<file path="config.mk">
export PLATFORM = sky130hd
export DESIGN_NAME = alu
export DESIGN_NICKNAME = d
export VERILOG_FILES = /design/src/hdl/relay_pkg.sv /design/src/hdl/alu.sv
export VERILOG_INCLUDE_DIRS = /design/src /design/src/hdl
export SDC_FILE = /design/constraint.sdc
export NUM_CORES = 1
export LEC_CHECK = 0
export BUFFER_PORTS_ARGS = -buffer_cell sky130_fd_sc_hd__buf_2
export CAP_MARGIN = 15
export CORE_ASPECT_RATIO = 0.75
export CORE_MARGIN = 2
export CORE_UTILIZATION = 43
export DETAILED_ROUTE_END_ITERATION = 16
export GPL_ROUTABILITY_DRIVEN = 1
export PLACE_DENSITY = 0.78
export SYNTH_ARGS = -nofsm -noshare
export SYNTH_HDL_FRONTEND = slang
export SYNTH_SLANG_ARGS = --single-unit
</file>
<file path="constraint.sdc">
create_clock -name clock -period 3.95 [get_ports clock]
set_clock_uncertainty 0.2 [all_clocks]
set_input_delay 0.395 -clock clock [delete_from_list [all_inputs] [get_ports clock]]
set_output_delay 0.395 -clock clock [all_outputs]
set_load 0.01 [all_outputs]
</file>
<file path="src/hdl/relay_defs.svh">
`ifndef RELAY_DEFS_SVH
`define RELAY_DEFS_SVH

// memory depth in bytes, address wraps modulo depth
`define RELAY_MEM_WORDS 1024

// bus widths
`define RELAY_DATA_W 8
`define RELAY_ADDR_W 16

// width of the FSA one-hot vectors
`define RELAY_STEPS 24

// abort points, in FSA steps
`define RELAY_LEN_SHORT 8
`define RELAY_LEN_MEM 12
`define RELAY_LEN_INC 14
`define RELAY_LEN_GOTO 24

`endif
</file>
<file path="src/hdl/relay_pkg.sv">
`include "relay_defs.svh"

package relay_pkg;

  typedef enum logic [2:0] {
    REG_A  = 3'd0,
    REG_B  = 3'd1,
    REG_C  = 3'd2,
    REG_D  = 3'd3,
    REG_M1 = 3'd4,
    REG_M2 = 3'd5,
    REG_X  = 3'd6,
    REG_Y  = 3'd7
  } reg8_e;

  typedef enum logic [2:0] {
    FN_ADD = 3'd0,
    FN_INC = 3'd1,
    FN_AND = 3'd2,
    FN_OR  = 3'd3,
    FN_XOR = 3'd4,
    FN_NOT = 3'd5,
    FN_SHL = 3'd6,  // rotate left
    FN_CLR = 3'd7
  } alu_fn_e;

  // instruction length class
  typedef enum logic [1:0] {
    ABORT_8  = 2'd0,
    ABORT_12 = 2'd1,
    ABORT_14 = 2'd2,
    ABORT_24 = 2'd3
  } abort_e;

  // one instruction byte, five ways of reading it
  typedef union packed {
    struct packed {logic [1:0] op; reg8_e dst; reg8_e src;} mov8;
    struct packed {logic [1:0] op; logic rb; logic [4:0] imm;} setab;
    struct packed {logic [3:0] op; logic dst; alu_fn_e fn;} alu;
    struct packed {logic [5:0] op; logic [1:0] rg;} mem;
    struct packed {
      logic [1:0] op;
      logic       dst;     // 1 = J, 0 = M
      logic       c_sign;
      logic       c_carry;
      logic       c_zero;
      logic       c_nz;
      logic       link;
    } goto;
  } instr_u;

  typedef struct packed {
    logic sign;
    logic carry;
    logic zero;
  } ccr_t;

  typedef struct packed {
    logic ld;
    logic sel;
  } strobe_t;

  typedef struct packed {
    strobe_t [7:0] r8;      // indexed by reg8_e
    logic          j1_ld;
    logic          j2_ld;
    logic          inst_ld;
    logic          imm_sel; // setab immediate onto data bus
    logic          m_sel;
    logic          j_sel;
    strobe_t       xy;
    strobe_t       pc;
    strobe_t       inc;
    logic          mem_read;
    logic          mem_write;
    logic          ccr_load;
    logic          alu_en;  // alu result onto data bus
    alu_fn_e       alu_fn;
  } ctrl_bus_t;

  typedef struct packed {
    logic [`RELAY_DATA_W-1:0] a, b, c, d, m1, m2, x, y, j1, j2, inst;
    logic [`RELAY_ADDR_W-1:0] pc;
    ccr_t                     ccr;
  } panel_t;

endpackage

</file>
<file path="src/hdl/alu.sv">
`timescale 1ns/1ps
`include "relay_defs.svh"

module alu (
  input  logic                     clock,
  input  logic                     arst_n,
  input  relay_pkg::ctrl_bus_t     control,
  input  logic [`RELAY_DATA_W-1:0] b_val,
  input  logic [`RELAY_DATA_W-1:0] c_val,
  output logic [`RELAY_DATA_W-1:0] result,
  output relay_pkg::ccr_t          ccr
);
  import relay_pkg::*;

  logic [`RELAY_DATA_W:0] sum;  // with carry out
  logic                   carry;

  always_comb begin
    sum   = '0;
    carry = 1'b0;
    case (control.alu_fn)
      FN_ADD: begin
        sum    = {1'b0, b_val} + {1'b0, c_val};
        result = sum[`RELAY_DATA_W-1:0];
        carry  = sum[`RELAY_DATA_W];
      end
      FN_INC: begin
        sum    = {1'b0, b_val} + 1'b1;
        result = sum[`RELAY_DATA_W-1:0];
        carry  = sum[`RELAY_DATA_W];
      end
      FN_AND:  result = b_val & c_val;
      FN_OR:   result = b_val | c_val;
      FN_XOR:  result = b_val ^ c_val;
      FN_NOT:  result = ~b_val;
      FN_SHL:  result = {b_val[`RELAY_DATA_W-2:0], b_val[`RELAY_DATA_W-1]};  // rotate
      default: result = '0;
    endcase
  end

  always_ff @(posedge clock or negedge arst_n) begin
    if (!arst_n) begin
      ccr <= '0;
    end else if (control.ccr_load) begin
      ccr.sign  <= result[`RELAY_DATA_W-1];
      ccr.carry <= carry;
      ccr.zero  <= result == '0;
    end
  end

endmodule

</file>
==> out/results.txt <==
Status -> finished, final reports clean
Main area contributors after synthesis -> ha_1 16%, inv_1 6.0%, dfrtp_1 5.7%
Max cap viols -> 0
Vias -> 1423
Vias per cell -> 5.74
Reg with most FFs -> ccr
Required @ worst endpoint -> 3.36 ns
Total power -> 301 uW
IO Count -> 64
H-tree depth -> 1
Leak pwr -> 0.000701 uW
Total Neg Setup Slack -> 0 ns
Crit-path max FO -> 7
Hold crit path type -> input port to flop
Commonest non-fill, non-tap cell in the layout -> buf_2
Post-synthesis sequential area ratio -> 5.71%
Setup Fix Bufs, Post-CTS -> 0
Power density over the cells -> 197 nW/um^2
Die Area -> 3520 sq um
Clock tree buffer depth -> 2
Vias in the first global route -> 1205
Fraction of layout cells with a size suffix above 1 -> 19.5%
Core footprint -> 2940 sq um
Die H -> 51.9 um
Final hold violation count -> 0
Die Wd -> 67.9 um
CP arrival -> 2.40 ns
R2R depth -> 1
DR pass1 iterations -> 4
Critical Path End Type -> primary output
Residual DRC -> 0
Async SR Flop Fraction -> 100%
Post-route clock period utilization -> 75.8%
Yosys warns -> 0
Initial Util -> 44.8%
Mapped Avg Cell Area -> 7.23 sq um
Post-synth top area share -> 16.2%
Final Critical Period -> 3.00 ns
Hold depth -> 2
Initial antenna violation count -> 0
Post-DP HPWL -> 2680 um
Post-Syn Instances -> 182
Synth cell types -> 52
Post-Synthesis Cell Area -> 1320 sq um
Inserted Diodes -> 0
Mapped Nets -> 253
Max FFs per register -> 3
Final WL -> 3450 um
Post-synth top area cell -> ha_1
Final Net Count -> 282
Unrepaired setup endpoints after global routing -> false
Grt ovf -> 0
Biggest regs -> ccr: 3 flops
EDFF count, synth -> 0
FF+latch area -> 75.1 sq um
Max-slew violations -> 0
CTS-repair resized insts -> 0
Crit Path Class -> input port to primary output
Max Freq -> 334 MHz
Latest clock arrival within the worst-skew pair -> 0.21 ns
Routed Antenna Nets -> 0
Root Driver -> clkbuf_8
Area Overhead vs Synth -> 15.9%
Rows -> 17
WHS -> 0.251 ns
Footprint of the multi-input gates -> 1100 sq um
DR iter-0 viols -> 124
Peak supply drop -> 101 uV
Core Util, Final -> 51.9%
CTS Buf Count -> 3
Worst Tran Pin Value -> 0.519 ns
Clk slew on worst S/H paths -> 0.03 ns
Nature of the critical path startpoint -> input port
Sink Count -> 3
First-pass GRT wire length -> 5630 um
Synthesis-stage register bit count -> 3
Filler cells -> 294
CTS tree -> yes
Final Wtd Congestion -> 0.919
Total GRT Usage -> 20.5%
Commonest cells after routing, fill and taps aside -> 32 x buf_2, 21 x inv_1, 17 x ha_1
Largest net degree at the start of global routing -> 31
Leading register cell type out of synthesis -> dfrtp_1
Avg WL per Cell -> 13.9 um
PortBufs -> 32
Setup violations, final -> 0
Slew headroom -> 65.1%
-- kinds of logic (layout without fill, tap and decap cells) --
logic type | Yosys count | in the layout | share of synthesized area (%)
fa+ha+maj | 18 | 18 | 17.7
mux | 8 | 8 | 7.52
compound gates | 61 | 61 | 33.1
buf+inv | 31 | 59 | 10.4
xor+xnor | 6 | 6 | 4.00
flops | 3 | 3 | 5.71
simple gates | 55 | 55 | 21.6
-- cell type report --
cell class / instances / area share, %
multi-input combinational: 148 / 72.4
timing repair buffer: 33 / 11.2
inverter: 22 / 5.42
sequential: 3 / 4.93
tap: 38 / 3.12
clock buffer: 4 / 2.96
-- final timing paths --
path | from | to | slack [ns]
worst max-delay path | b_val[1] | result[7] | 0.95
max in group asynchronous | arst_n | ccr[2] | 3.13
min in group asynchronous | arst_n | ccr[0] | 0.32
worst max register to register | ccr[2] | ccr[2] | 3.02
worst min register to register | ccr[0] | ccr[0] | 0.29
worst min-delay path | control[4] | ccr[1] | 0.25
-- metrics by stage --
step	instances	worst slack [ns]	instance area [sq um]
2_1_floorplan	182	1.35	1320
3_3_place_gp	243	0.966	1470
3_5_place_dp	243	0.921	1470
4_1_cts	248	1.01	1520
5_1_grt	248	0.845	1520
6_report	248	0.955	1520
-- synthesized netlist by cell type (all sizes together) (2+ instances only) --
cell type and instances:
inv 21, ha 17, nand2 16, o21ai 13, o211ai 9, a21oi 8, buf 7, nor2 7
nor2b 7, nand2b 6, xnor2 6, mux2i 5, o31ai 5, a31oi 4, nor3 4, dfrtp 3
nand3 3, o21a 3, a211oi 2, a221oi 2, and3 2, clkbuf 2, mux2 2, nand3b 2
nor4 2, o311ai 2, o41ai 2
-- report_power, final --
group | switching (uW) | leakage (uW) | internal [uW]
clock network | 20.1 | 0.0000228 | 68.8
registers | 0.994 | 0.0000387 | 33.6
logic | 102 | 0.000639 | 75.0
total | 123 | 0.000701 | 177
-- worst max-delay path, cell delays in order --
cell and delay, ns:
buf_2 0.16, inv_1 0.11, ha_1 0.31, a211o_1 0.32, o211ai_1 0.20, a21oi_1 0.20, mux2i_1 0.16, o211ai_1 0.34
buf_2 0.21
-- what timing repair did --
| item | 4_1_cts | 5_1_grt |
|---|---|---|
| endpoints found under the setup margin | 0 | 0 |
| hold buffers | 1 | 0 |
| hold endpoints to repair | 3 | 0 |
-- layer usage --
layer  track usage [%]  share of wire (%)
met4              2.67               0.52
met1              33.2                 52
met2              29.1                 42
met3              2.16                5.9
met5                 0                  0
Power figures use the tool's default switching activity.
