$ cat config.mk
export PLATFORM = sky130hd
export DESIGN_NAME = instruction_decoder
export DESIGN_NICKNAME = d
export VERILOG_FILES = /design/src/hdl/relay_pkg.sv /design/src/hdl/instruction_decoder.sv
export VERILOG_INCLUDE_DIRS = /design/src /design/src/hdl
export SDC_FILE = /design/constraint.sdc
export NUM_CORES = 1
export LEC_CHECK = 0
export ABC_AREA = 0
export BUFFER_PORTS_ARGS = -buffer_cell sky130_fd_sc_hd__buf_4
export CORE_MARGIN = 2
export CORE_UTILIZATION = 34
export DETAILED_ROUTE_END_ITERATION = 8
export GPL_ROUTABILITY_DRIVEN = 0
export PLACE_DENSITY = 0.9
export RECOVER_POWER = 100
export SYNTH_ARGS = -nofsm -noshare
export SYNTH_HDL_FRONTEND = slang
export SYNTH_SLANG_ARGS = --single-unit
$ cat constraint.sdc
create_clock -name vclk -period 4.6
set_input_delay 0.46 -clock vclk [all_inputs]
set_output_delay 0.46 -clock vclk [all_outputs]
set_load 0.02 [all_outputs]
$ cat src/hdl/relay_defs.svh
`ifndef RELAY_DEFS_SVH
`define RELAY_DEFS_SVH

// memory depth in bytes, address wraps modulo depth
`define RELAY_MEM_WORDS 1024

// bus widths
`define RELAY_DATA_W 8
`define RELAY_ADDR_W 16

// width of the FSA one-hot vectors
`define RELAY_STEPS 24

// abort points, in FSA steps
`define RELAY_LEN_SHORT 8
`define RELAY_LEN_MEM 12
`define RELAY_LEN_INC 14
`define RELAY_LEN_GOTO 24

`endif
$ cat src/hdl/relay_pkg.sv
`include "relay_defs.svh"

package relay_pkg;

  typedef enum logic [2:0] {
    REG_A  = 3'd0,
    REG_B  = 3'd1,
    REG_C  = 3'd2,
    REG_D  = 3'd3,
    REG_M1 = 3'd4,
    REG_M2 = 3'd5,
    REG_X  = 3'd6,
    REG_Y  = 3'd7
  } reg8_e;

  typedef enum logic [2:0] {
    FN_ADD = 3'd0,
    FN_INC = 3'd1,
    FN_AND = 3'd2,
    FN_OR  = 3'd3,
    FN_XOR = 3'd4,
    FN_NOT = 3'd5,
    FN_SHL = 3'd6,  // rotate left
    FN_CLR = 3'd7
  } alu_fn_e;

  // instruction length class
  typedef enum logic [1:0] {
    ABORT_8  = 2'd0,
    ABORT_12 = 2'd1,
    ABORT_14 = 2'd2,
    ABORT_24 = 2'd3
  } abort_e;

  // one instruction byte, five ways of reading it
  typedef union packed {
    struct packed {logic [1:0] op; reg8_e dst; reg8_e src;} mov8;
    struct packed {logic [1:0] op; logic rb; logic [4:0] imm;} setab;
    struct packed {logic [3:0] op; logic dst; alu_fn_e fn;} alu;
    struct packed {logic [5:0] op; logic [1:0] rg;} mem;
    struct packed {
      logic [1:0] op;
      logic       dst;     // 1 = J, 0 = M
      logic       c_sign;
      logic       c_carry;
      logic       c_zero;
      logic       c_nz;
      logic       link;
    } goto;
  } instr_u;

  typedef struct packed {
    logic sign;
    logic carry;
    logic zero;
  } ccr_t;

  typedef struct packed {
    logic ld;
    logic sel;
  } strobe_t;

  typedef struct packed {
    strobe_t [7:0] r8;      // indexed by reg8_e
    logic          j1_ld;
    logic          j2_ld;
    logic          inst_ld;
    logic          imm_sel; // setab immediate onto data bus
    logic          m_sel;
    logic          j_sel;
    strobe_t       xy;
    strobe_t       pc;
    strobe_t       inc;
    logic          mem_read;
    logic          mem_write;
    logic          ccr_load;
    logic          alu_en;  // alu result onto data bus
    alu_fn_e       alu_fn;
  } ctrl_bus_t;

  typedef struct packed {
    logic [`RELAY_DATA_W-1:0] a, b, c, d, m1, m2, x, y, j1, j2, inst;
    logic [`RELAY_ADDR_W-1:0] pc;
    ccr_t                     ccr;
  } panel_t;

endpackage

$ cat src/hdl/instruction_decoder.sv
`timescale 1ns/1ps
`include "relay_defs.svh"

module instruction_decoder (
  input  logic                    clock,
  input  logic                    arst_n,
  input  relay_pkg::instr_u       inst_reg,
  input  logic [`RELAY_STEPS-1:0] fsa_out,
  input  logic [`RELAY_STEPS-1:0] fsa_out_prime,
  input  relay_pkg::ccr_t         ccr,
  output relay_pkg::ctrl_bus_t    control,
  output relay_pkg::abort_e       abort_sel,
  output logic                    halt
);
  import relay_pkg::*;

  logic p_fetch, p_inst, p_inc, p_inc_ld;
  logic p_e, p_e_ld;
  logic p_9, p_9_ld, p_11, p_11_ld, p_13, p_13_ld;
  logic p_15, p_15_ld, p_17, p_17_ld, p_19, p_19_ld;
  logic is_mov8, is_setab, is_alu, is_load, is_store;
  logic is_mov16, is_inc16, is_goto;
  logic cond_any, taken;
  reg8_e mem_reg;

  // derived pulses
  assign p_fetch  = fsa_out[1] || fsa_out[2];
  assign p_inst   = fsa_out_prime[2];
  assign p_inc    = fsa_out[3];
  assign p_inc_ld = fsa_out_prime[3];
  assign p_e      = fsa_out[5];
  assign p_e_ld   = fsa_out_prime[5];
  assign p_9      = fsa_out[9];
  assign p_9_ld   = fsa_out_prime[9];
  assign p_11     = fsa_out[11];
  assign p_11_ld  = fsa_out_prime[11];
  assign p_13     = fsa_out[13];
  assign p_13_ld  = fsa_out_prime[13];
  assign p_15     = fsa_out[15];
  assign p_15_ld  = fsa_out_prime[15];
  assign p_17     = fsa_out[17];
  assign p_17_ld  = fsa_out_prime[17];
  assign p_19     = fsa_out[19];
  assign p_19_ld  = fsa_out_prime[19];

  // instruction classes
  assign is_mov8  = inst_reg.mov8.op == 2'b00;
  assign is_setab = inst_reg.setab.op == 2'b01;
  assign is_alu   = inst_reg.alu.op == 4'b1000;
  assign is_load  = inst_reg.mem.op == 6'b100100;
  assign is_store = inst_reg.mem.op == 6'b100110;
  assign is_mov16 = inst_reg.mem.op[5:1] == 5'b10100;
  assign is_inc16 = inst_reg == 8'hB0;
  assign halt     = inst_reg == 8'hAE;
  assign is_goto  = inst_reg.goto.op == 2'b11;
  assign mem_reg  = reg8_e'({1'b0, inst_reg.mem.rg});  // A..D only

  // empty mask jumps always
  assign cond_any = inst_reg.goto.c_sign || inst_reg.goto.c_carry ||
                    inst_reg.goto.c_zero || inst_reg.goto.c_nz;
  assign taken = !cond_any ||
                 (inst_reg.goto.c_sign && ccr.sign) ||
                 (inst_reg.goto.c_carry && ccr.carry) ||
                 (inst_reg.goto.c_zero && ccr.zero) ||
                 (inst_reg.goto.c_nz && !ccr.zero);

  always_comb begin
    control   = '0;
    abort_sel = ABORT_8;
    // fetch and increment, every instruction
    control.pc.sel   = p_fetch;
    control.mem_read = p_fetch;
    control.inst_ld  = p_inst;
    control.inc.ld   = p_inst;
    control.inc.sel  = p_inc;
    control.pc.ld    = p_inc_ld;
    if (is_mov8) begin
      if (inst_reg.mov8.src != inst_reg.mov8.dst)  // equal codes clear dst
        control.r8[inst_reg.mov8.src].sel = p_e;
      control.r8[inst_reg.mov8.dst].ld = p_e_ld;
    end else if (is_setab) begin
      control.imm_sel = p_e;
      control.r8[inst_reg.setab.rb ? REG_B : REG_A].ld = p_e_ld;
    end else if (is_alu) begin
      control.alu_en   = p_e;
      control.alu_fn   = inst_reg.alu.fn;
      control.ccr_load = p_e_ld;
      control.r8[inst_reg.alu.dst ? REG_D : REG_A].ld = p_e_ld;
    end else if (is_load) begin
      abort_sel            = ABORT_12;
      control.m_sel        = p_9;
      control.mem_read     = p_fetch || p_9;
      control.r8[mem_reg].ld = p_9_ld;
    end else if (is_store) begin
      abort_sel               = ABORT_12;
      control.m_sel           = p_9;
      control.r8[mem_reg].sel = p_9;
      control.mem_write       = p_9_ld;
    end else if (is_mov16) begin
      abort_sel      = ABORT_12;
      control.m_sel  = p_9 && inst_reg.mem.rg == 2'b00;
      control.xy.sel = p_9 && inst_reg.mem.rg == 2'b01;
      control.j_sel  = p_9 && inst_reg.mem.rg == 2'b10;
      if (inst_reg.mem.op[0])
        control.pc.ld = p_inc_ld || p_9_ld;
      else
        control.xy.ld = p_9_ld;
    end else if (halt) begin
      abort_sel = ABORT_12;
    end else if (is_inc16) begin
      abort_sel       = ABORT_14;
      control.xy.sel  = p_9;
      control.inc.ld  = p_inst || p_9_ld;
      control.inc.sel = p_inc || p_11;
      control.xy.ld   = p_11_ld;
    end else if (is_goto) begin
      abort_sel        = ABORT_24;
      // immediate bytes, high first, PC stepping past each
      control.pc.sel   = p_fetch || p_9 || p_13 || (taken && inst_reg.goto.link && p_17);
      control.mem_read = p_fetch || p_9 || p_13;
      control.inc.ld   = p_inst || p_9_ld || p_13_ld;
      control.inc.sel  = p_inc || p_11 || p_15;
      control.pc.ld    = p_inc_ld || p_11_ld || p_15_ld || (taken && p_19_ld);
      control.xy.ld    = taken && inst_reg.goto.link && p_17_ld;  // link
      if (inst_reg.goto.dst) begin
        control.j1_ld = p_9_ld;
        control.j2_ld = p_13_ld;
        control.j_sel = taken && p_19;
      end else begin
        control.r8[REG_M1].ld = p_9_ld;
        control.r8[REG_M2].ld = p_13_ld;
        control.m_sel         = taken && p_19;
      end
    end
  end

  a_bus_one_src: assert property (@(posedge clock) disable iff (!arst_n)
    $onehot0({control.r8[7].sel, control.r8[6].sel, control.r8[5].sel,
              control.r8[4].sel, control.r8[3].sel, control.r8[2].sel,
              control.r8[1].sel, control.r8[0].sel,
              control.mem_read, control.alu_en, control.imm_sel}));

endmodule

==> results by group <==
Synth
  • Proportion of synthesized area in mux cells: 1.44%
  • Synth warn: 0
  • Synth top area cells: nor2_1 (11%), nand2_1 (5.9%), and2_1 (5.4%)
  • Top cell type by total area after synthesis: nor2_1
  • Top cell type's share of synthesized area: 10.8%
  • Post-synthesis cell type count: 41
  • Post-Syn Area: 697 um2
  • Syn_area_per_cell: 5.96 um2
  • Largest family of logic cells by synthesized area: simple AND/OR/NAND/NOR gates
  • Post-synthesis compound-gate area fraction: 29.4%
  • Synth Instances: 117
  • Seq/Total Area, Yosys: 0%
  • Adder-cell share of the synthesized area: 0%
  • Simple-gate area share of the yosys netlist: 53.9%
  • Post-Synth XOR/XNOR Area: 5.03%
  • Syn Nets: 178

Hold path
  • Hold endpoint: control[16]
  • Hold Startpoint: fsa_out_prime[2]
  • Worst Hold Class: input pin to output port
  • Hold Path Stages: 2

Route
  • Post-route ant nets: 0
  • Number of remaining DRC errors: 0
  • Via count: 1,102
  • Final wirelength: 2820 um
  • Total iterations of the first detailed-routing run: 4
  • Routed len/inst: 13.9 um
  • Vias per inst: 5.43
  • Starting DRT DRC Count: 24

Cells and area
  • Layout cells sized above 1: 25.0%
  • Clock buffers: 0
  • Layout Nets: 239
  • Num sequential: 0
  • N_diodes: 0
  • Commonest non-fill, non-tap cell in the layout: buf_4
  • Most frequent cells in the layout: buf_4 (39), clkbuf_1 (29), nor2_1 (20)
  • FF/Latch Area: 0 um2
  • Synth-to-layout area growth: 53.1%

STA
  • Maximum clock frequency: 0.369 GHz
  • Final hold violations: 0
  • Final setup violation count: 0
  • Slew of the pin with the lowest slew margin: 612 ps
  • Max-slew violations: 0
  • Hold WS: 1190 ps
  • Final cycle utilization of the critical path: 58.9%
  • Rel. slew slack: 58.6%
  • Total negative slack: 0 ps
  • Min Tclk post-route: 2710 ps
  • RSZ-0062 raised after global routing: no

Power and ir drop
  • Leak pwr: 0.427 nW
  • Peak VDD IR: 0.0399 mV
  • Power Dens Cells: 81.6 mW/mm2

Setup path
  • Delay-heaviest family, CP: simple AND/OR/NAND/NOR gates
  • CP Launch Type: input pin
  • Setup crit end kind: output port
  • Worst-path fanout max: 12
  • Buf+Inv Stages, Crit Path: 2
  • Crit-path max cell delay: 520 ps
  • CP Class: input pin to output port
  • CP arrival: 2250 ps
  • Crit path cell chain: clkbuf_1 > or3b_1 > or3_4 > a2111oi_0 > a31oi_1 > buf_4
  • CP max stage cell: or3b_1
  • Required time worst endpoint: 4140 ps

Global routing
  • First-pass GRT wire length: 4490 um
  • Met3 Use GR: 4.60%
  • GRT met2 Usage: 39.9%
  • Grt met1 use: 25.6%
  • GRT Max-Usage Layer: met2
  • Largest net degree at the start of global routing: 16
  • Vias in the first global route: 1,065
  • GRT Overall Usage: 22.0%
  • Initial antenna violation count: 0
  • GR Overflow Total: 0

Floorplan
  • FP Rows: 16
  • Starting Density: 35.9%
  • Die footprint: 0.00243 mm2
  • Num ports: 99
  • Die Wd: 49.3 um
  • Core Region: 0.00194 mm2
  • Die Y: 49.3 um

Placement
  • Final HPWL from detailed placement: 2270 um
  • IO buf count: 68

Run status
  • Status: finished clean

CTS
  • Setup bufs post-CTS: 0
  • Hold buffers post-CTS: 0
  • Resize count post-CTS: 0

Job
  • Max Cap Viol: 0
==> worst max path at each step <==
stage / from / depth (start not counted) / to
2_1_floorplan: inst_reg[2] / 5 / control[22]
3_3_place_gp: inst_reg[6] / 6 / control[8]
3_5_place_dp: inst_reg[6] / 6 / control[6]
4_1_cts: inst_reg[6] / 6 / control[6]
5_1_grt: inst_reg[6] / 6 / control[6]
6_report: inst_reg[6] / 6 / control[6]
==> cells in the mapped netlist (3+ instances only) <==
master    number
o21ai_0        4
o22ai_1        3
nand2b_1       4
nor2_1        20
inv_1          5
buf_4          3
a31oi_1        3
nor4_1         3
xnor2_1        3
and2_1         6
a21oi_1        4
nor3_1         3
clkbuf_1       5
nand3_1        6
o211ai_1       3
nand2_1       11
==> stage by stage <==
step                power [W]  instance area [um2]  instances  worst slack, ps  util [%]
floorplan           0.0000511                  697        117             2250         -
global placement    0.0000914                 1190        203             2170      61.2
detailed placement  0.0000939                 1190        203             2140      61.2
CTS                 0.0000943                 1190        203             2130      61.2
global route        0.0000940                 1070        203             1740      55.0
finish              0.0000871                 1070        203             1890      55.0
==> report_power, final <==
group	switching (W)	total [W]	internal, W
combinational	0.0000508	0.0000871	0.0000363
clock	0	0	0
sequential	0	0	0
==> area by class of cell <==
class / instances / area, um2
Tap cell: 27 / 33.8
Timing Repair Buffer: 68 / 402
Fill cell: 237 / 875
Multi-Input combinational cell: 103 / 613
Inverter: 5 / 18.8
==> kinds of logic after synthesis <==
family	Yosys count
AO/OA/AOI/OAI	28
multiplexers	1
AND/OR/NAND/NOR	70
XOR/XNOR	4
buffers and inverters	14
==> layer usage <==
layer	routed length, um	part of all wire (%)	up-vias
met5	0	0	-
met4	37	1.3	0
met3	276	9.8	4
met2	1330	47	68
met1	1180	42	481
li1	-	-	549
Note: power is estimated with default switching activity, not from simulation.
