==> config.mk <==
export PLATFORM = sky130hd
export DESIGN_NAME = sequencer
export DESIGN_NICKNAME = d
export VERILOG_FILES = /design/src/hdl/relay_pkg.sv /design/src/hdl/sequencer.sv
export VERILOG_INCLUDE_DIRS = /design/src /design/src/hdl
export SDC_FILE = /design/constraint.sdc
export NUM_CORES = 1
export LEC_CHECK = 0
export BUFFER_PORTS_ARGS = -buffer_cell sky130_fd_sc_hd__buf_2
export CAP_MARGIN = 20
export CORE_ASPECT_RATIO = 1.2
export CORE_UTILIZATION = 37
export CTS_CLUSTER_DIAMETER = 60
export DETAILED_ROUTE_END_ITERATION = 10
export PLACE_DENSITY = 0.83
export SYNTH_ARGS = -nofsm -noshare
export SYNTH_HDL_FRONTEND = slang
export SYNTH_SLANG_ARGS = --single-unit
export TNS_END_PERCENT = 20
==> constraint.sdc <==
create_clock -name clock -period 1.58 [get_ports clock]
set_clock_uncertainty 0.2 [all_clocks]
set_input_delay 0.316 -clock clock [delete_from_list [all_inputs] [get_ports clock]]
set_output_delay 0.316 -clock clock [all_outputs]
set_load 0.03 [all_outputs]
==> src/hdl/relay_defs.svh <==
`ifndef RELAY_DEFS_SVH
`define RELAY_DEFS_SVH

// memory depth in bytes, address wraps modulo depth
`define RELAY_MEM_WORDS 1024

// bus widths
`define RELAY_DATA_W 8
`define RELAY_ADDR_W 16

// width of the FSA one-hot vectors
`define RELAY_STEPS 24

// abort points, in FSA steps
`define RELAY_LEN_SHORT 8
`define RELAY_LEN_MEM 12
`define RELAY_LEN_INC 14
`define RELAY_LEN_GOTO 24

`endif
==> src/hdl/relay_pkg.sv <==
`include "relay_defs.svh"

package relay_pkg;

  typedef enum logic [2:0] {
    REG_A  = 3'd0,
    REG_B  = 3'd1,
    REG_C  = 3'd2,
    REG_D  = 3'd3,
    REG_M1 = 3'd4,
    REG_M2 = 3'd5,
    REG_X  = 3'd6,
    REG_Y  = 3'd7
  } reg8_e;

  typedef enum logic [2:0] {
    FN_ADD = 3'd0,
    FN_INC = 3'd1,
    FN_AND = 3'd2,
    FN_OR  = 3'd3,
    FN_XOR = 3'd4,
    FN_NOT = 3'd5,
    FN_SHL = 3'd6,  // rotate left
    FN_CLR = 3'd7
  } alu_fn_e;

  // instruction length class
  typedef enum logic [1:0] {
    ABORT_8  = 2'd0,
    ABORT_12 = 2'd1,
    ABORT_14 = 2'd2,
    ABORT_24 = 2'd3
  } abort_e;

  // one instruction byte, five ways of reading it
  typedef union packed {
    struct packed {logic [1:0] op; reg8_e dst; reg8_e src;} mov8;
    struct packed {logic [1:0] op; logic rb; logic [4:0] imm;} setab;
    struct packed {logic [3:0] op; logic dst; alu_fn_e fn;} alu;
    struct packed {logic [5:0] op; logic [1:0] rg;} mem;
    struct packed {
      logic [1:0] op;
      logic       dst;     // 1 = J, 0 = M
      logic       c_sign;
      logic       c_carry;
      logic       c_zero;
      logic       c_nz;
      logic       link;
    } goto;
  } instr_u;

  typedef struct packed {
    logic sign;
    logic carry;
    logic zero;
  } ccr_t;

  typedef struct packed {
    logic ld;
    logic sel;
  } strobe_t;

  typedef struct packed {
    strobe_t [7:0] r8;      // indexed by reg8_e
    logic          j1_ld;
    logic          j2_ld;
    logic          inst_ld;
    logic          imm_sel; // setab immediate onto data bus
    logic          m_sel;
    logic          j_sel;
    strobe_t       xy;
    strobe_t       pc;
    strobe_t       inc;
    logic          mem_read;
    logic          mem_write;
    logic          ccr_load;
    logic          alu_en;  // alu result onto data bus
    alu_fn_e       alu_fn;
  } ctrl_bus_t;

  typedef struct packed {
    logic [`RELAY_DATA_W-1:0] a, b, c, d, m1, m2, x, y, j1, j2, inst;
    logic [`RELAY_ADDR_W-1:0] pc;
    ccr_t                     ccr;
  } panel_t;

endpackage

==> src/hdl/sequencer.sv <==
`timescale 1ns/1ps
`include "relay_defs.svh"

module sequencer (
  input  logic                    clock,
  input  logic                    arst_n,
  input  logic                    run,
  input  relay_pkg::abort_e       abort_sel,
  input  logic                    halt,
  output logic [`RELAY_STEPS-1:0] fsa_out,
  output logic [`RELAY_STEPS-1:0] fsa_out_prime,
  output logic                    instr_done,
  output logic                    halted
);
  import relay_pkg::*;

  logic       active;
  logic       half;   // second clock of the step
  logic [4:0] step;
  logic [4:0] len;
  logic       at_end;

  always_comb begin
    case (abort_sel)
      ABORT_8:  len = 5'(`RELAY_LEN_SHORT);
      ABORT_12: len = 5'(`RELAY_LEN_MEM);
      ABORT_14: len = 5'(`RELAY_LEN_INC);
      default:  len = 5'(`RELAY_LEN_GOTO);
    endcase
  end

  assign at_end        = active && half && (step == len - 5'd1);
  assign instr_done    = at_end;
  assign fsa_out       = active ? (`RELAY_STEPS'(1) << step) : '0;
  assign fsa_out_prime = half ? fsa_out : '0;

  always_ff @(posedge clock or negedge arst_n) begin
    if (!arst_n) begin
      active <= 1'b0;
      half   <= 1'b0;
      step   <= '0;
      halted <= 1'b0;
    end else if (active) begin
      half <= !half;
      if (at_end) begin
        step <= '0;
        if (halt) begin
          active <= 1'b0;
          halted <= 1'b1;  // sticky until reset
        end else begin
          active <= run;   // hold between instructions when run drops
        end
      end else if (half) begin
        step <= step + 5'd1;
      end
    end else if (run && !halted) begin
      active <= 1'b1;
      half   <= 1'b0;
      step   <= '0;
    end
  end

  // one step at a time, never past the abort point of the running class
  a_fsa_onehot: assert property (@(posedge clock) disable iff (!arst_n)
    active |-> $onehot(fsa_out) && (step < len));

endmodule

==> impl_metrics.tcl, run 1 <==
set metrics [dict create \
    finalCriticalPeriod_ps 2117 \
    place_inst 223 \
    worstPathMaxFanout 8 \
    path_class "flop to primary output" \
    grt.busiest_layer "met2" \
    place_congestion 0.8456 \
    hold_start "halt" \
    start_util_pct 39.78 \
    finalPower_mw 3.638 \
    antenna_left 0 \
    ys_top_cells_by_count "nor2_1 (50), nand2_1 (12), ha_1 (9), inv_1 (9), dfrtp_1 (8)" \
    arrival_ps 1600 \
    p_leak_nw 0.8367 \
    path_clk_slew_ps 60 \
    synth_top_area_share_pct 24.02 \
    die_y_um 53.99 \
    async_flop_share_pct 100.0 \
    fin_util_pct 85.66 \
    grt.met1_usage_pct 26.32 \
    synthCells 124 \
    ys_top_cells_by_area "dfrtp_1 (24%), nor2_1 (23%), ha_1 (14%)" \
    rows 18 \
    drc_errors 0 \
    violations "negative setup slack" \
    fillers 111 \
    ys_seq_elements 8 \
    ys_seq_area_share_pct 24.02 \
    routed_wl_um 4127 \
    overflow 0 \
    holdWs_ps 83.71 \
    crit_path_frequent_cell "buf_4" \
    path_cells "inv_1, buf_4, nor2_4, nand3_4, nor2_1, buf_4" \
    wire_per_inst_um 18.02 \
    synthMostInstantiatedCell "nor2_1" \
    grt_first_pass_wirelength_um 4478 \
    rrSetupSlack_ps -50 \
    max_stage_delay_ps 360 \
    io_pins 56 \
    endpoint_kind "primary output" \
    crit_path_top_delay_cell "dfrtp_1" \
    avgSynthCellArea_um2 6.720 \
    power_density_nw_per_um2 2028 \
    hp-class "input port to flop" \
    crit_path_start_kind "flop" \
    cts.sinks 8 \
    hpwl_um 2085 \
    cts_buffer_depth 2 \
    htree_levels 1 \
    via_per_inst 5.406 \
    timing.rr.start "step[4]" \
    yosys_warnings 0 \
    track_usage_pct 25.28 \
    path_buf_inv 3 \
    yosysTopAreaCell "dfrtp_1" \
    cp_top_family "simple AND/OR/NAND/NOR gates" \
    core_um2 2095 \
    insertedDiodeCount 0 \
    grtUsageMet2_pct 49.76 \
    ir_drop_mv 1.548 \
    slew_headroom_pct 83.11 \
    met3_usage_pct 2.013 \
    cts_buffers 3 \
    slew_viol_final 0 \
    crit_required_ps 1060 \
    synth_edf_count 0 \
    setup_viol 55 \
    cap_violations 0 \
    max_slew.worst_pin.slew_ps 253.3 \
    layout_setup_ws_ps -536.8 \
    fin_nets 216 \
    grt_antenna_before_repair 0 \
    drive_gt1_share_pct 65.83 \
    fin_tns_setup_ps -21110 \
    stdcell_count 229 \
    synth_area_um2 833.3 \
    rsz0062_at_grt "yes" \
    die_w_um 45.32 \
    grt_pass1_vias 1022 \
    synth_flop_cell "dfrtp_1" \
    first_iter_violations 23 \
    die_area_um2 2447 \
    area_growth_pct 115.3 \
    cts_tree "done" \
    hold_viol 0 \
    outcome "finished, violations left" \
    crit_start "active" \
    ctsRootBufferMaster "clkbuf_4" \
    grt_max_degree 9 \
    firstDrtPassIters 4 \
    numPortBuffers 55 \
    fmax_mhz 472.4 \
    vias 1238 \
    insertion_delay_ps 260 \
    netlist-cell-type-count 27 \
    fin_crit_sh_pct 134.0 \
    synth_nets 139 \
]
sequential cells by signal, indices dropped and copies added (netlist names):
| register | flops |
|---|---|
| active | 1 |
| half | 1 |
| halted | 1 |
| step | 5 |
metal layers:
layer / vias up / share of wire [%]
met5: - / 0
met2: 77 / 54
met4: 0 / 4.6
met1: 598 / 35
met3: 19 / 7.0
li1: 544 / -
power by group:
group / switching (mW) / leakage [nW] / total (mW) / internal [mW]
clock network: 0.0747 / 0.0138 / 0.162 / 0.0873
registers: 0.128 / 0.0912 / 0.440 / 0.313
logic: 1.85 / 0.732 / 3.04 / 1.19
total: 2.05 / 0.837 / 3.64 / 1.59
stage by stage:
step                      cell area [um^2]  setup WS [ps]
after floorplan                      947.2         -255.8
after global placement                1369         -282.5
after detailed placement              1369         -336.7
after CTS                             1597         -436.1
after global routing                  1794         -550.3
final                                 1794         -536.8
cell type report:
cell class | instances | area, um^2 | area share (%)
Sequential cell | 8 | 202.7 | 11.30
Clock buffer | 3 | 22.52 | 1.255
Tap cell | 30 | 37.54 | 2.092
Timing Repair Buffer | 78 | 640.6 | 35.70
Multi-Input combinational cell | 101 | 854.6 | 47.63
Inverter | 9 | 36.28 | 2.022
path summary, 6_finish.rpt:
kind,to,cells after the start
worst max-delay path,fsa_out_prime[20],6
worst min-delay path,halted,2
worst max register to register,step[1],5
worst min register to register,halted,1
max in group asynchronous,step[2],2
min in group asynchronous,active,2
cell families (layout without fill, tap and decap cells):
group	after synthesis	after routing	synth area share, %
DFF	8	8	24.02
buffers and inverters	15	90	8.558
and+or+nand+nor	77	77	40.84
adders and majority gates	9	9	13.51
AOI/OAI and AO/OA	8	8	5.706
xor gates and xnor gates	7	7	7.358
placed cells by master (no fill, tap or decap), drive strengths merged:
cell type and instances:
and2 1, nor3 2, ha 9, o22ai 1, a21o 1, clkbuf 4, nor4 1, a21oi 1
nor2 50, nand3b 1, nor2b 1, nand4 2, dfrtp 8, a211oi 1, xor2 5, dlygate4sd3 1
nand3 4, buf 76, o21ai 3, inv 9, nand2 12, a31oi 1, nand2b 2, xnor2 2
or3 1
repair_timing:
action	4_1_cts	5_1_grt
pin swaps	2	11
hold buffers	1	0
buffers inserted	0	3
gates resized for setup	68	56
setup endpoints to repair	55	55
endpoints found under the hold margin	8	0
(Power assumes the default switching activity.)
==> inputs of run 2 (changes only) <==
--- a/config.mk
+++ b/config.mk
@@ -8,7 +8,7 @@
 export LEC_CHECK = 0
 export BUFFER_PORTS_ARGS = -buffer_cell sky130_fd_sc_hd__buf_2
 export CAP_MARGIN = 20
-export CORE_ASPECT_RATIO = 1.2
+export CORE_MARGIN = 8
 export CORE_UTILIZATION = 37
 export CTS_CLUSTER_DIAMETER = 60
 export DETAILED_ROUTE_END_ITERATION = 10
==> run 2 against run 1 <==
  * The run still ends with negative setup slack left
  * Clock power is essentially flat
  * Sequential share of layout area is essentially flat
  * Wire length grew 3.9%
  * Sequential cell count is the same
  * Die area grew 65%
  * Final cell count grew 0.87%
  * Global-route usage shrank 6.8 points
  * Critical path type unchanged
  * Largest cell class unchanged
  * Via count shrank 4.4%
  * Worst hold slack is essentially flat
  * Setup slack gained 24 ps
==> impl_metrics.tcl, run 2 (synthesized netlist as in run 1, its figures left out) <==
set metrics [dict create \
    outcome "finished, violations left" \
    violations "negative setup slack" \
    antenna_left 0 \
    start_util_pct 38.41 \
    first_iter_violations 107 \
    worstPathMaxFanout 6 \
    slew_viol_final 0 \
    top_register "step" \
    rows 17 \
    p_int_mw 1.596 \
    slew_headroom_pct 83.28 \
    sw_frac_of_total_pct 55.48 \
    insertion_delay_ps 260 \
    finalCriticalPeriod_ps 2093 \
    die_area_um2 4027 \
    firstDrtPassIters 4 \
    grt_antenna_before_repair 0 \
    fin_nets 220 \
    cap_violations 0 \
    path_class "flop to primary output" \
    place_congestion 0.8350 \
    crit_path_start_kind "flop" \
    rrSetupSlack_ps -120 \
    fin_util_pct 82.93 \
    fillers 108 \
    final_common_cell "buf_4" \
    endpoint_kind "primary output" \
    area_growth_pct 115.9 \
    vias 1184 \
    rsz0062_at_grt "yes" \
    path_cells "ha_2, ha_2, inv_4, nor2_1, buf_4" \
    clkPwrFrac_pct 4.6 \
    crit_required_ps 1060 \
    hold_viol 0 \
    path_clk_slew_ps 60 \
    wire_per_inst_um 18.56 \
    die_y_um 63.46 \
    overflow 0 \
    cts_tree "done" \
    crit_path_frequent_cell "ha_2" \
    p_switching_mw 1.988 \
    final_cell_mix "buf_4 (57), nor2_1 (30), buf_6 (18)" \
    place_ws_ps -324.1 \
    fin_crit_sh_pct 132.5 \
    ir_drop_mv 1.440 \
    numPortBuffers 55 \
    finalPower_mw 3.584 \
    ctsRootBufferMaster "clkbuf_4" \
    crit_path_top_delay_cell "dfrtp_1" \
    via_per_inst 5.126 \
    io_pins 56 \
    hpwl_um 2537 \
    fin_tns_setup_ps -21580 \
    fmax_mhz 477.7 \
    hp-class "input port to flop" \
    insertedDiodeCount 0 \
    grt_max_degree 9 \
    cts_buffer_depth 2 \
    largest_reg_flops 5 \
    p_comb_share_pct 83.3 \
    cts.sinks 8 \
    power_density_nw_per_um2 1992 \
    max_slew.worst_pin.slew_ps 250.0 \
    core_um2 2170 \
    arrival_ps 1580 \
    p_seq_share_pct 12.2 \
    die_w_um 63.46 \
    grt_pass1_vias 1230 \
    track_usage_pct 18.44 \
    routed_wl_um 4287 \
    cts_buffers 3 \
    p_leak_nw 0.8540 \
    layout_setup_ws_ps -513.3 \
    drive_gt1_share_pct 67.00 \
    max_stage_delay_ps 430 \
    htree_levels 1 \
    drc_errors 0 \
    setup_viol 55 \
    grt_first_pass_wirelength_um 6113 \
    holdWs_ps 84.07 \
]
==> run 2: cell types whose count changed in the layout (fill, tap and decap cells not counted), moves of 2 or more <==
cell | before | now
ha_4 | 3 | 1
inv_2 | 5 | 3
nor2_2 | 3 | 6
nor2_4 | 16 | 14
buf_4 | 52 | 57
ha_2 | 4 | 7
==> run 2: power groups by stage <==
| stage | logic, mW | clock network [mW] | registers, mW |
|---|---|---|---|
| global placement | 2.14 | 0 | 0.402 |
| CTS | 2.63 | 0.166 | 0.416 |
| finish | 2.98 | 0.164 | 0.436 |
| floorplan | 1.53 | 0 | 0.410 |
| detailed placement | 2.21 | 0 | 0.408 |
| global route | 3.13 | 0.168 | 0.445 |
==> run 2: final timing paths <==
path / from / end / cells after the start
max: step[1] / fsa_out_prime[7] / 5
min: halt / halted / 2
max reg2reg: step[1] / step[4] / 7
min reg2reg: halted / halted / 1
max in group asynchronous: arst_n / step[4] / 2
min in group asynchronous: arst_n / active / 2
==> run 2: cell type report <==
| cell class | count | area, um^2 | share of cell area [%] |
|---|---|---|---|
| clock buffer | 3 | 22.52 | 1.252 |
| inverter | 9 | 38.79 | 2.156 |
| sequential | 8 | 202.7 | 11.27 |
| tap | 28 | 35.03 | 1.947 |
| timing repair buffer | 82 | 670.6 | 37.27 |
| multi-input combinational | 101 | 829.5 | 46.11 |
==> run 2: repair_timing <==
action	in CTS	in global routing
endpoints found under the setup margin	55	55
buffers inserted	5	4
hold buffers	1	0
pin swaps	13	3
endpoints found under the hold margin	8	0
resized for setup	92	26
==> run 2: metrics by stage <==
stage / area, um^2 / cells
2_1_floorplan: 947.2 / 124
3_3_place_gp: 1359 / 220
3_5_place_dp: 1359 / 220
4_1_cts: 1688 / 228
5_1_grt: 1799 / 231
6_report: 1799 / 231
==> run 2: layer usage <==
| metal | wire (um) | share of wire, % | GRT usage (%) |
|---|---|---|---|
| met5 | 0 | 0 | 0 |
| met1 | 1576 | 37 | 17.36 |
| met2 | 2188 | 51 | 35.11 |
| met4 | 116 | 2.7 | 5.850 |
| met3 | 405 | 9.4 | 7.420 |
==> run 2: critical path: cells and delay by family, from the launching register on <==
| family | cells | cell delay [ps] |
|---|---|---|
| simple gates | 1 | 170 |
| buf+inv | 2 | 250 |
| flops | 1 | 430 |
| fa+ha+maj | 2 | 450 |
