`src/hdl/relay_defs.svh`:
```
`ifndef RELAY_DEFS_SVH
`define RELAY_DEFS_SVH

// memory depth in bytes, address wraps modulo depth
`define RELAY_MEM_WORDS 1024

// bus widths
`define RELAY_DATA_W 8
`define RELAY_ADDR_W 16

// width of the FSA one-hot vectors
`define RELAY_STEPS 24

// abort points, in FSA steps
`define RELAY_LEN_SHORT 8
`define RELAY_LEN_MEM 12
`define RELAY_LEN_INC 14
`define RELAY_LEN_GOTO 24

`endif
```
`src/hdl/relay_pkg.sv`:
```
`include "relay_defs.svh"

package relay_pkg;

  typedef enum logic [2:0] {
    REG_A  = 3'd0,
    REG_B  = 3'd1,
    REG_C  = 3'd2,
    REG_D  = 3'd3,
    REG_M1 = 3'd4,
    REG_M2 = 3'd5,
    REG_X  = 3'd6,
    REG_Y  = 3'd7
  } reg8_e;

  typedef enum logic [2:0] {
    FN_ADD = 3'd0,
    FN_INC = 3'd1,
    FN_AND = 3'd2,
    FN_OR  = 3'd3,
    FN_XOR = 3'd4,
    FN_NOT = 3'd5,
    FN_SHL = 3'd6,  // rotate left
    FN_CLR = 3'd7
  } alu_fn_e;

  // instruction length class
  typedef enum logic [1:0] {
    ABORT_8  = 2'd0,
    ABORT_12 = 2'd1,
    ABORT_14 = 2'd2,
    ABORT_24 = 2'd3
  } abort_e;

  // one instruction byte, five ways of reading it
  typedef union packed {
    struct packed {logic [1:0] op; reg8_e dst; reg8_e src;} mov8;
    struct packed {logic [1:0] op; logic rb; logic [4:0] imm;} setab;
    struct packed {logic [3:0] op; logic dst; alu_fn_e fn;} alu;
    struct packed {logic [5:0] op; logic [1:0] rg;} mem;
    struct packed {
      logic [1:0] op;
      logic       dst;     // 1 = J, 0 = M
      logic       c_sign;
      logic       c_carry;
      logic       c_zero;
      logic       c_nz;
      logic       link;
    } goto;
  } instr_u;

  typedef struct packed {
    logic sign;
    logic carry;
    logic zero;
  } ccr_t;

  typedef struct packed {
    logic ld;
    logic sel;
  } strobe_t;

  typedef struct packed {
    strobe_t [7:0] r8;      // indexed by reg8_e
    logic          j1_ld;
    logic          j2_ld;
    logic          inst_ld;
    logic          imm_sel; // setab immediate onto data bus
    logic          m_sel;
    logic          j_sel;
    strobe_t       xy;
    strobe_t       pc;
    strobe_t       inc;
    logic          mem_read;
    logic          mem_write;
    logic          ccr_load;
    logic          alu_en;  // alu result onto data bus
    alu_fn_e       alu_fn;
  } ctrl_bus_t;

  typedef struct packed {
    logic [`RELAY_DATA_W-1:0] a, b, c, d, m1, m2, x, y, j1, j2, inst;
    logic [`RELAY_ADDR_W-1:0] pc;
    ccr_t                     ccr;
  } panel_t;

endpackage

```
`src/hdl/register_file.sv`:
```
`timescale 1ns/1ps
`include "relay_defs.svh"

module register_file (
  input  logic                     clock,
  input  logic                     arst_n,
  input  relay_pkg::ctrl_bus_t     control,
  input  logic [`RELAY_DATA_W-1:0] mem_rdata,
  input  logic [`RELAY_DATA_W-1:0] alu_result,
  input  logic [`RELAY_ADDR_W-1:0] xy_val,
  output logic [`RELAY_DATA_W-1:0] data_bus,
  output relay_pkg::instr_u        inst_reg,
  output logic [`RELAY_DATA_W-1:0] b_val,
  output logic [`RELAY_DATA_W-1:0] c_val,
  output logic [`RELAY_ADDR_W-1:0] m_val,
  output logic [`RELAY_ADDR_W-1:0] j_val,
  output relay_pkg::panel_t        panel_regs
);
  import relay_pkg::*;

  logic [`RELAY_DATA_W-1:0] r_q [0:5];   // A, B, C, D, M1, M2
  logic [`RELAY_DATA_W-1:0] val [0:7];   // by reg8_e, X and Y live in the XY pair
  logic [`RELAY_DATA_W-1:0] j1_q, j2_q;
  logic [`RELAY_DATA_W-1:0] imm_ext;

  assign imm_ext = {{3{inst_reg.setab.imm[4]}}, inst_reg.setab.imm};

  always_comb begin
    for (int i = 0; i < 6; i++)
      val[i] = r_q[i];
    val[REG_X] = xy_val[15:8];
    val[REG_Y] = xy_val[7:0];
  end

  // wired-or bus, decoder keeps at most one source on
  always_comb begin
    data_bus = '0;
    for (int i = 0; i < 8; i++)
      if (control.r8[i].sel) data_bus |= val[i];
    if (control.mem_read) data_bus |= mem_rdata;
    if (control.alu_en)   data_bus |= alu_result;
    if (control.imm_sel)  data_bus |= imm_ext;
  end

  always_ff @(posedge clock or negedge arst_n) begin
    if (!arst_n) begin
      for (int i = 0; i < 6; i++)
        r_q[i] <= '0;
      j1_q     <= '0;
      j2_q     <= '0;
      inst_reg <= '0;
    end else begin
      for (int i = 0; i < 6; i++)
        if (control.r8[i].ld) r_q[i] <= data_bus;
      if (control.j1_ld)   j1_q     <= data_bus;  // high byte
      if (control.j2_ld)   j2_q     <= data_bus;
      if (control.inst_ld) inst_reg <= data_bus;
    end
  end

  assign b_val = r_q[REG_B];
  assign c_val = r_q[REG_C];
  assign m_val = {r_q[REG_M1], r_q[REG_M2]};
  assign j_val = {j1_q, j2_q};

  always_comb begin
    panel_regs      = '0;  // pc and ccr filled at the top
    panel_regs.a    = r_q[REG_A];
    panel_regs.b    = r_q[REG_B];
    panel_regs.c    = r_q[REG_C];
    panel_regs.d    = r_q[REG_D];
    panel_regs.m1   = r_q[REG_M1];
    panel_regs.m2   = r_q[REG_M2];
    panel_regs.x    = val[REG_X];
    panel_regs.y    = val[REG_Y];
    panel_regs.j1   = j1_q;
    panel_regs.j2   = j2_q;
    panel_regs.inst = inst_reg;
  end

endmodule

```
`config.mk`:
```
export PLATFORM = sky130hd
export DESIGN_NAME = register_file
export DESIGN_NICKNAME = d
export VERILOG_FILES = /design/src/hdl/relay_pkg.sv /design/src/hdl/register_file.sv
export VERILOG_INCLUDE_DIRS = /design/src /design/src/hdl
export SDC_FILE = /design/constraint.sdc
export NUM_CORES = 1
export LEC_CHECK = 0
export ABC_AREA = 1
export BUFFER_PORTS_ARGS = -buffer_cell sky130_fd_sc_hd__buf_4
export CORE_ASPECT_RATIO = 2
export CORE_MARGIN = 1
export CORE_UTILIZATION = 41
export CTS_BUF_LIST = sky130_fd_sc_hd__clkbuf_16
export CTS_CLUSTER_DIAMETER = 80
export DETAILED_ROUTE_END_ITERATION = 10
export HOLD_SLACK_MARGIN = 0.1
export PLACE_DENSITY = 0.78
export SETUP_SLACK_MARGIN = 0.02
export SLEW_MARGIN = 20
export SYNTH_ARGS = -nofsm -noshare
export SYNTH_HDL_FRONTEND = slang
export SYNTH_SLANG_ARGS = --single-unit
```
`constraint.sdc`:
```
create_clock -name clock -period 1 [get_ports clock]
set_clock_uncertainty 0.1 [all_clocks]
set_input_delay 0.05 -clock clock [delete_from_list [all_inputs] [get_ports clock]]
set_output_delay 0.05 -clock clock [all_outputs]
set_load 0.03 [all_outputs]
```
==> results of run 1 <==
critical path, cell delays in order, from the launching register on:
cell and delay (ps):
dfrtp_2 420, nand2_1 110, nand2_2 80, nor2_4 130
nand3_4 130, buf_6 170
cells in the final DEF, fill, tap and decap left out:
cell type / netlist / layout
clkbuf_16: 0 / 9
buf_8: 0 / 1
inv_2: 8 / 8
nor2_4: 9 / 17
nand2_1: 333 / 256
buf_6: 9 / 202
inv_1: 9 / 9
nand2_4: 0 / 4
dfrtp_2: 0 / 55
dfrtp_1: 72 / 17
dlygate4sd3_1: 0 / 10
buf_4: 91 / 97
inv_6: 0 / 1
conb_1: 1 / 19
nand2_2: 8 / 81
bufinv_16: 0 / 2
buf_16: 0 / 1
clkinv_1: 0 / 1
clkinvlp_4: 0 / 3
nor2_2: 15 / 7
nand3_4: 8 / 8
buf_12: 0 / 4
layer usage:
layer  share of wire  wire length, um
met1            0.31             5290
met2            0.56             9610
met3           0.062             1070
met4           0.070             1200
met5               0                0
power by group:
group	internal (mW)	switching [mW]	total (mW)	leakage, nW
Clock	2.18	1.27	3.45	0.146
Combinational	1.77	2.31	4.08	3.08
Sequential	3.18	0.231	3.41	0.735
Total	7.13	3.81	10.9	3.96
logic make-up (layout without fill, tap and decap cells):
kind of cell | count (synthesis) | count (layout) | share of synthesized area
and+or+nand+nor | 373 | 373 | 0.377
other | 1 | 19 | 0.000864
DFF | 72 | 72 | 0.415
buffers and inverters | 127 | 348 | 0.207
per-stage QoR:
stage                     hold slack (ps)  setup TNS [ps]  total power, mW  area (sq um)
after CTS                            24.2          -44920             10.7          7260
after detailed placement             -176          -22700             6.61          5810
after global placement               -178          -21230             6.57          5810
final                                25.0          -48480             10.9          7610
after global routing                 32.9          -53480             11.3          7610
after floorplan                      -346          -20260             5.52          4490
timing repair:
action	4_1_cts	5_1_grt
hold endpoints to repair	144	11
pin swaps	26	31
resized for setup	227	89
cloned	2	0
setup endpoints to repair	208	208
setup buffers	28	40
layout make-up:
cell class                 instances  area share
timing repair buffer             315       0.424
sequential                        72       0.246
multi-input combinational        392       0.258
inverter                          17     0.00839
tap                              135      0.0222
clock buffer                       9      0.0296
clock inverter                     7      0.0125
worst max path at each step:
stage	from	endpoint	slack (ps)	depth (start not counted)
after floorplan	inst_reg[4]	b_val[6]	-280	6
after global placement	m_val[12]	data_bus[4]	-330	5
after detailed placement	m_val[2]	j2_q[2]	-350	6
after CTS	inst_reg[4]	data_bus[5]	-490	5
after global routing	m_val[2]	data_bus[2]	-580	5
final	m_val[2]	data_bus[2]	-540	5
==> results.py, run 1 <==
metrics = {
    "route": {
        "ant_nets": 0,
        "drt-vias-per-instance": 4.81,
        "drt_first_pass_iters": 4,
        "post_drt_wl_per_cell_um": 18.1,
        "drtIter0Drc": 227,
        "routed-via-count": 4557,
        "remaining_drc_errors": 0,
        "wl_mm": 17.2,
    },
    "critical_path": {
        "start_kind": "flop",
        "rr_worst_depth": 8,
        "worstPathArrival_ps": 1390,
        "worstReg2RegStart": "m_val[0]",
        "setup.worst_path.class": "flop to output pin",
        "end_kind": "output pin",
        "reg2reg_slack_ps": -440,
        "r2r-end": "m_val[0]",
        "path_max_fanout": 2,
        "critPathRequiredTime_ps": 850,
    },
    "cts": {
        "cts_made_buffers": 9,
        "clock_sinks": 72,
        "clkLatencyLatePin_ps": 330,
        "htreeDepth": 3,
        "cts-root-buf": "clkbuf_16",
        "cts_hold_buf": 10,
        "cts_tree": "yes",
        "clk_path_buf_depth": 2,
        "clk_pin_slew_ps": 60,
    },
    "sta": {
        "setup_viol": 208,
        "min_period_ps": 1540,
        "rsz0062_at_grt": "true",
        "timing_hold_violations_final": 0,
        "layout_setup_ws_ps": -537,
        "finalCritPeriodShare": 1.54,
        "final_max_slew_viol_count": 0,
        "clock.fmax_mhz": 651,
    },
    "synthesis": {
        "ys_ff_latch": 72,
        "yosys_warnings": 0,
        "synth_top_cells_by_area": "dfrtp_1, nand2_1, buf_4",
        "netlist_area_sq_um": 4340,
        "synth_cell_type_count": 13,
        "yosysTopAreaCellShare": 0.415,
        "synthCells": 573,
        "yosys.area.top_type": "dfrtp_1",
        "seq_area_frac_synth": 0.415,
        "async_flop_share": 1.00,
        "avgSynthCellArea_sq_um": 7.57,
        "yosysMostFrequentCell": "nand2_1",
        "synth_edf_count": 0,
        "synthFlopType": "dfrtp_1",
        "synth_common_cells": "nand2_1, buf_4, dfrtp_1, nor2_2",
    },
    "floorplan": {
        "core_area_sq_um": 10200,
        "initial_utilization": 0.425,
        "dieArea_sq_um": 11000,
        "die_w_um": 74.7,
        "placementRows": 52,
        "io_pins": 240,
        "chipHeight_um": 147,
    },
    "cells_and_area": {
        "area_growth_pct": 75.3,
        "fin_cells": 947,
        "postLayoutCoreUtil": 0.745,
        "nNetsFinal": 876,
        "multi_input_area_sq_um": 1960,
        "drive_gt1_frac": 0.616,
        "antennaDiodeCount": 0,
        "ff_latch_area_sq_um": 1870,
        "nFillCells": 711,
    },
    "place": {
        "gp_congestion": 0.807,
        "pre_cts_slack_ps": -355,
        "dp_hpwl_mm": 11.0,
        "io_buffer_count": 205,
        "placed_cells": 878,
    },
    "global_routing": {
        "use_met2": 0.562,
        "grt_start_max_net_pins": 34,
        "grt-ovfl-total": 0,
        "grt_pass1_vias": 4443,
        "grt_util_met1": 0.292,
        "antenna_found_initial": 0,
        "grtUsageTotal": 0.303,
        "grt-busiest-layer": "met2",
        "met3_usage": 0.0518,
        "grt_pass1_wl_mm": 24.1,
    },
    "pwr": {
        "p_per_area_nw_per_um2": 1440,
        "peakVddDrop_mv": 1.09,
        "leakagePower_nw": 3.96,
    },
    "flow_run": {
        "cap_violations": 0,
    },
    "min_path": {
        "hold_class": "input pin to asynchronous set/reset pin",
    },
    "status": {
        "status": "complete, but fails checks",
        "violations": "setup timing",
    },
}
Power figures use the tool's default switching activity.
==> run 2, diff against run 1 <==
BUFFER_PORTS_ARGS = unset   (was -buffer_cell sky130_fd_sc_hd__buf_4)
CORE_AREA = 2 2 93 95   (was unset)
CORE_ASPECT_RATIO = unset   (was 2)
CORE_MARGIN = unset   (was 1)
CORE_UTILIZATION = unset   (was 41)
DIE_AREA = 0 0 95 97   (was unset)
DONT_BUFFER_PORTS = 1   (was unset)
PLACE_DENSITY = 0.71   (was 0.78)
==> results.py, run 2 (synthesized netlist as in run 1, its figures left out) <==
metrics = {
    "status": {
        "status": "complete, but fails checks",
        "violations": "hold timing, setup timing",
    },
    "sta": {
        "clock.fmax_mhz": 664,
        "finalHoldWorstSlack_ps": -699,
        "rsz0062_at_grt": "true",
        "final_max_slew_viol_count": 0,
        "setup_viol": 208,
        "layout_setup_ws_ps": -506,
        "timing_hold_violations_final": 72,
        "min_period_ps": 1510,
        "finalCritPeriodShare": 1.51,
        "tns_ps": -39830,
    },
    "cells_and_area": {
        "area_growth_pct": 38.1,
        "nNetsFinal": 698,
        "fin_cells": 739,
        "antennaDiodeCount": 0,
        "drive_gt1_frac": 0.497,
        "final_common_cell": "nand2_1",
        "postLayoutCoreUtil": 0.737,
        "layout_common_cells": "nand2_1, nand2_2, buf_6",
    },
    "route": {
        "post_drt_wl_per_cell_um": 19.3,
        "ant_nets": 0,
        "wl_met3_mm": 1.60,
        "drtIter0Drc": 258,
        "wl_met2_mm": 7.00,
        "routed.top_layer": "met4",
        "routed-via-count": 3846,
        "drt_first_pass_iters": 5,
        "wl_mm": 14.2,
        "drt-vias-per-instance": 5.20,
        "wl_met1_mm": 5.23,
        "remaining_drc_errors": 0,
    },
    "place": {
        "dp_hpwl_mm": 8.42,
        "placed_cells": 668,
        "io_buffer_count": 0,
        "gp_congestion": 0.857,
    },
    "critical_path": {
        "start_kind": "flop",
        "worstPathArrival_ps": 1360,
        "worstReg2RegStart": "c_val[2]",
        "crit_chain": "nand2_4, nand2_2, nor2_4, nand3_4, buf_6",
        "end_kind": "output pin",
        "critPathRequiredTime_ps": 850,
        "cp_slowest_cell": "dfrtp_2",
        "rr_worst_depth": 8,
        "r2r-end": "m_val[2]",
        "path_max_fanout": 4,
        "setup.worst_path.class": "flop to output pin",
        "reg2reg_slack_ps": -440,
        "cp_slowest_stage_delay_ps": 430,
    },
    "cts": {
        "clk_path_buf_depth": 2,
        "cts_tree": "yes",
        "cts-root-buf": "clkbuf_16",
        "clock_sinks": 72,
        "cts_made_buffers": 9,
        "cts_hold_buf": 23,
        "clk_pin_slew_ps": 60,
        "clkLatencyLatePin_ps": 340,
        "htreeDepth": 3,
    },
    "global_routing": {
        "grt_start_max_net_pins": 73,
        "grt_pass1_vias": 3697,
        "grt-ovfl-total": 0,
        "grt_pass1_wl_mm": 20.4,
        "grtUsageTotal": 0.296,
        "antenna_found_initial": 0,
    },
    "floorplan": {
        "chipHeight_um": 97,
        "initial_utilization": 0.533,
        "dieArea_sq_um": 9220,
        "placementRows": 33,
        "die_w_um": 95,
        "core_area_sq_um": 8130,
        "io_pins": 240,
    },
    "flow_run": {
        "cap_violations": 0,
    },
    "pwr": {
        "peakVddDrop_mv": 0.965,
        "leakagePower_nw": 3.03,
        "p_per_area_nw_per_um2": 1630,
        "power_mw": 9.79,
    },
    "min_path": {
        "hold_class": "input pin to asynchronous set/reset pin",
    },
}
## run 2: cell count changes in the layout (fill, tap and decap cells not counted), moves of 2 or more
cell / previous run / this run
nor2_4: 17 / 21
clkinvlp_4: 3 / 1
nand2_1: 256 / 247
buf_4: 97 / 9
buf_6: 202 / 89
dfrtp_2: 55 / 53
buf_8: 1 / 5
dfrtp_1: 17 / 19
nor2_2: 7 / 3
inv_1: 9 / 11
buf_12: 4 / 9
dlygate4sd3_1: 10 / 23
nand2_2: 81 / 89
## run 2: layout make-up
cell class                      instances  area (sq um)
Inverter                               17          63.8
Timing Repair Buffer                  137          1610
Fill cell                             559          2140
Clock inverter                          7          88.8
Clock buffer                            9           225
Sequential cell                        72          1870
Tap cell                              105           131
Multi-Input combinational cell        392          2010
## run 2: through the flow
| step | setup slack [ps] | area, sq um |
|---|---|---|
| global route | -543 | 5990 |
| finish | -506 | 5990 |
| detailed placement | -377 | 4400 |
| floorplan | -281 | 4490 |
| global placement | -354 | 4400 |
| CTS | -478 | 5550 |
## run 2: critical path, delay by kind of cell, from the launching register on
family	cells	cell delay [ps]
flip-flops	1	430
AND/OR/NAND/NOR	4	430
buffers and inverters	1	160
## run 2: worst max-delay path by stage
| stage | from | end | slack [ps] |
|---|---|---|---|
| floorplan | inst_reg[4] | b_val[6] | -280 |
| global placement | inst_reg[4] | data_bus[4] | -350 |
| detailed placement | inst_reg[4] | j1_q[5] | -380 |
| CTS | inst_reg[4] | data_bus[7] | -480 |
| global route | inst_reg[4] | data_bus[6] | -540 |
| finish | inst_reg[4] | data_bus[7] | -510 |
## run 2: repair_timing
action / in CTS / in global routing
gates cloned: 2 / 1
endpoints found under the setup margin: 208 / 208
hold endpoints to repair: 160 / 75
gates resized for setup: 128 / 102
setup buffers: 13 / 19
pin swaps: 30 / 40
## run 2: layer usage
metal,track usage,vias up
met2,0.456,243
met4,0.104,0
li1,-,1714
met3,0.0903,37
met5,0,-
met1,0.394,1852
## run 2: power by group
| group | internal (mW) | switching [mW] | leakage [nW] |
|---|---|---|---|
| registers | 3.18 | 0.204 | 0.737 |
| logic | 1.03 | 1.95 | 2.13 |
| clock network | 2.17 | 1.27 | 0.158 |
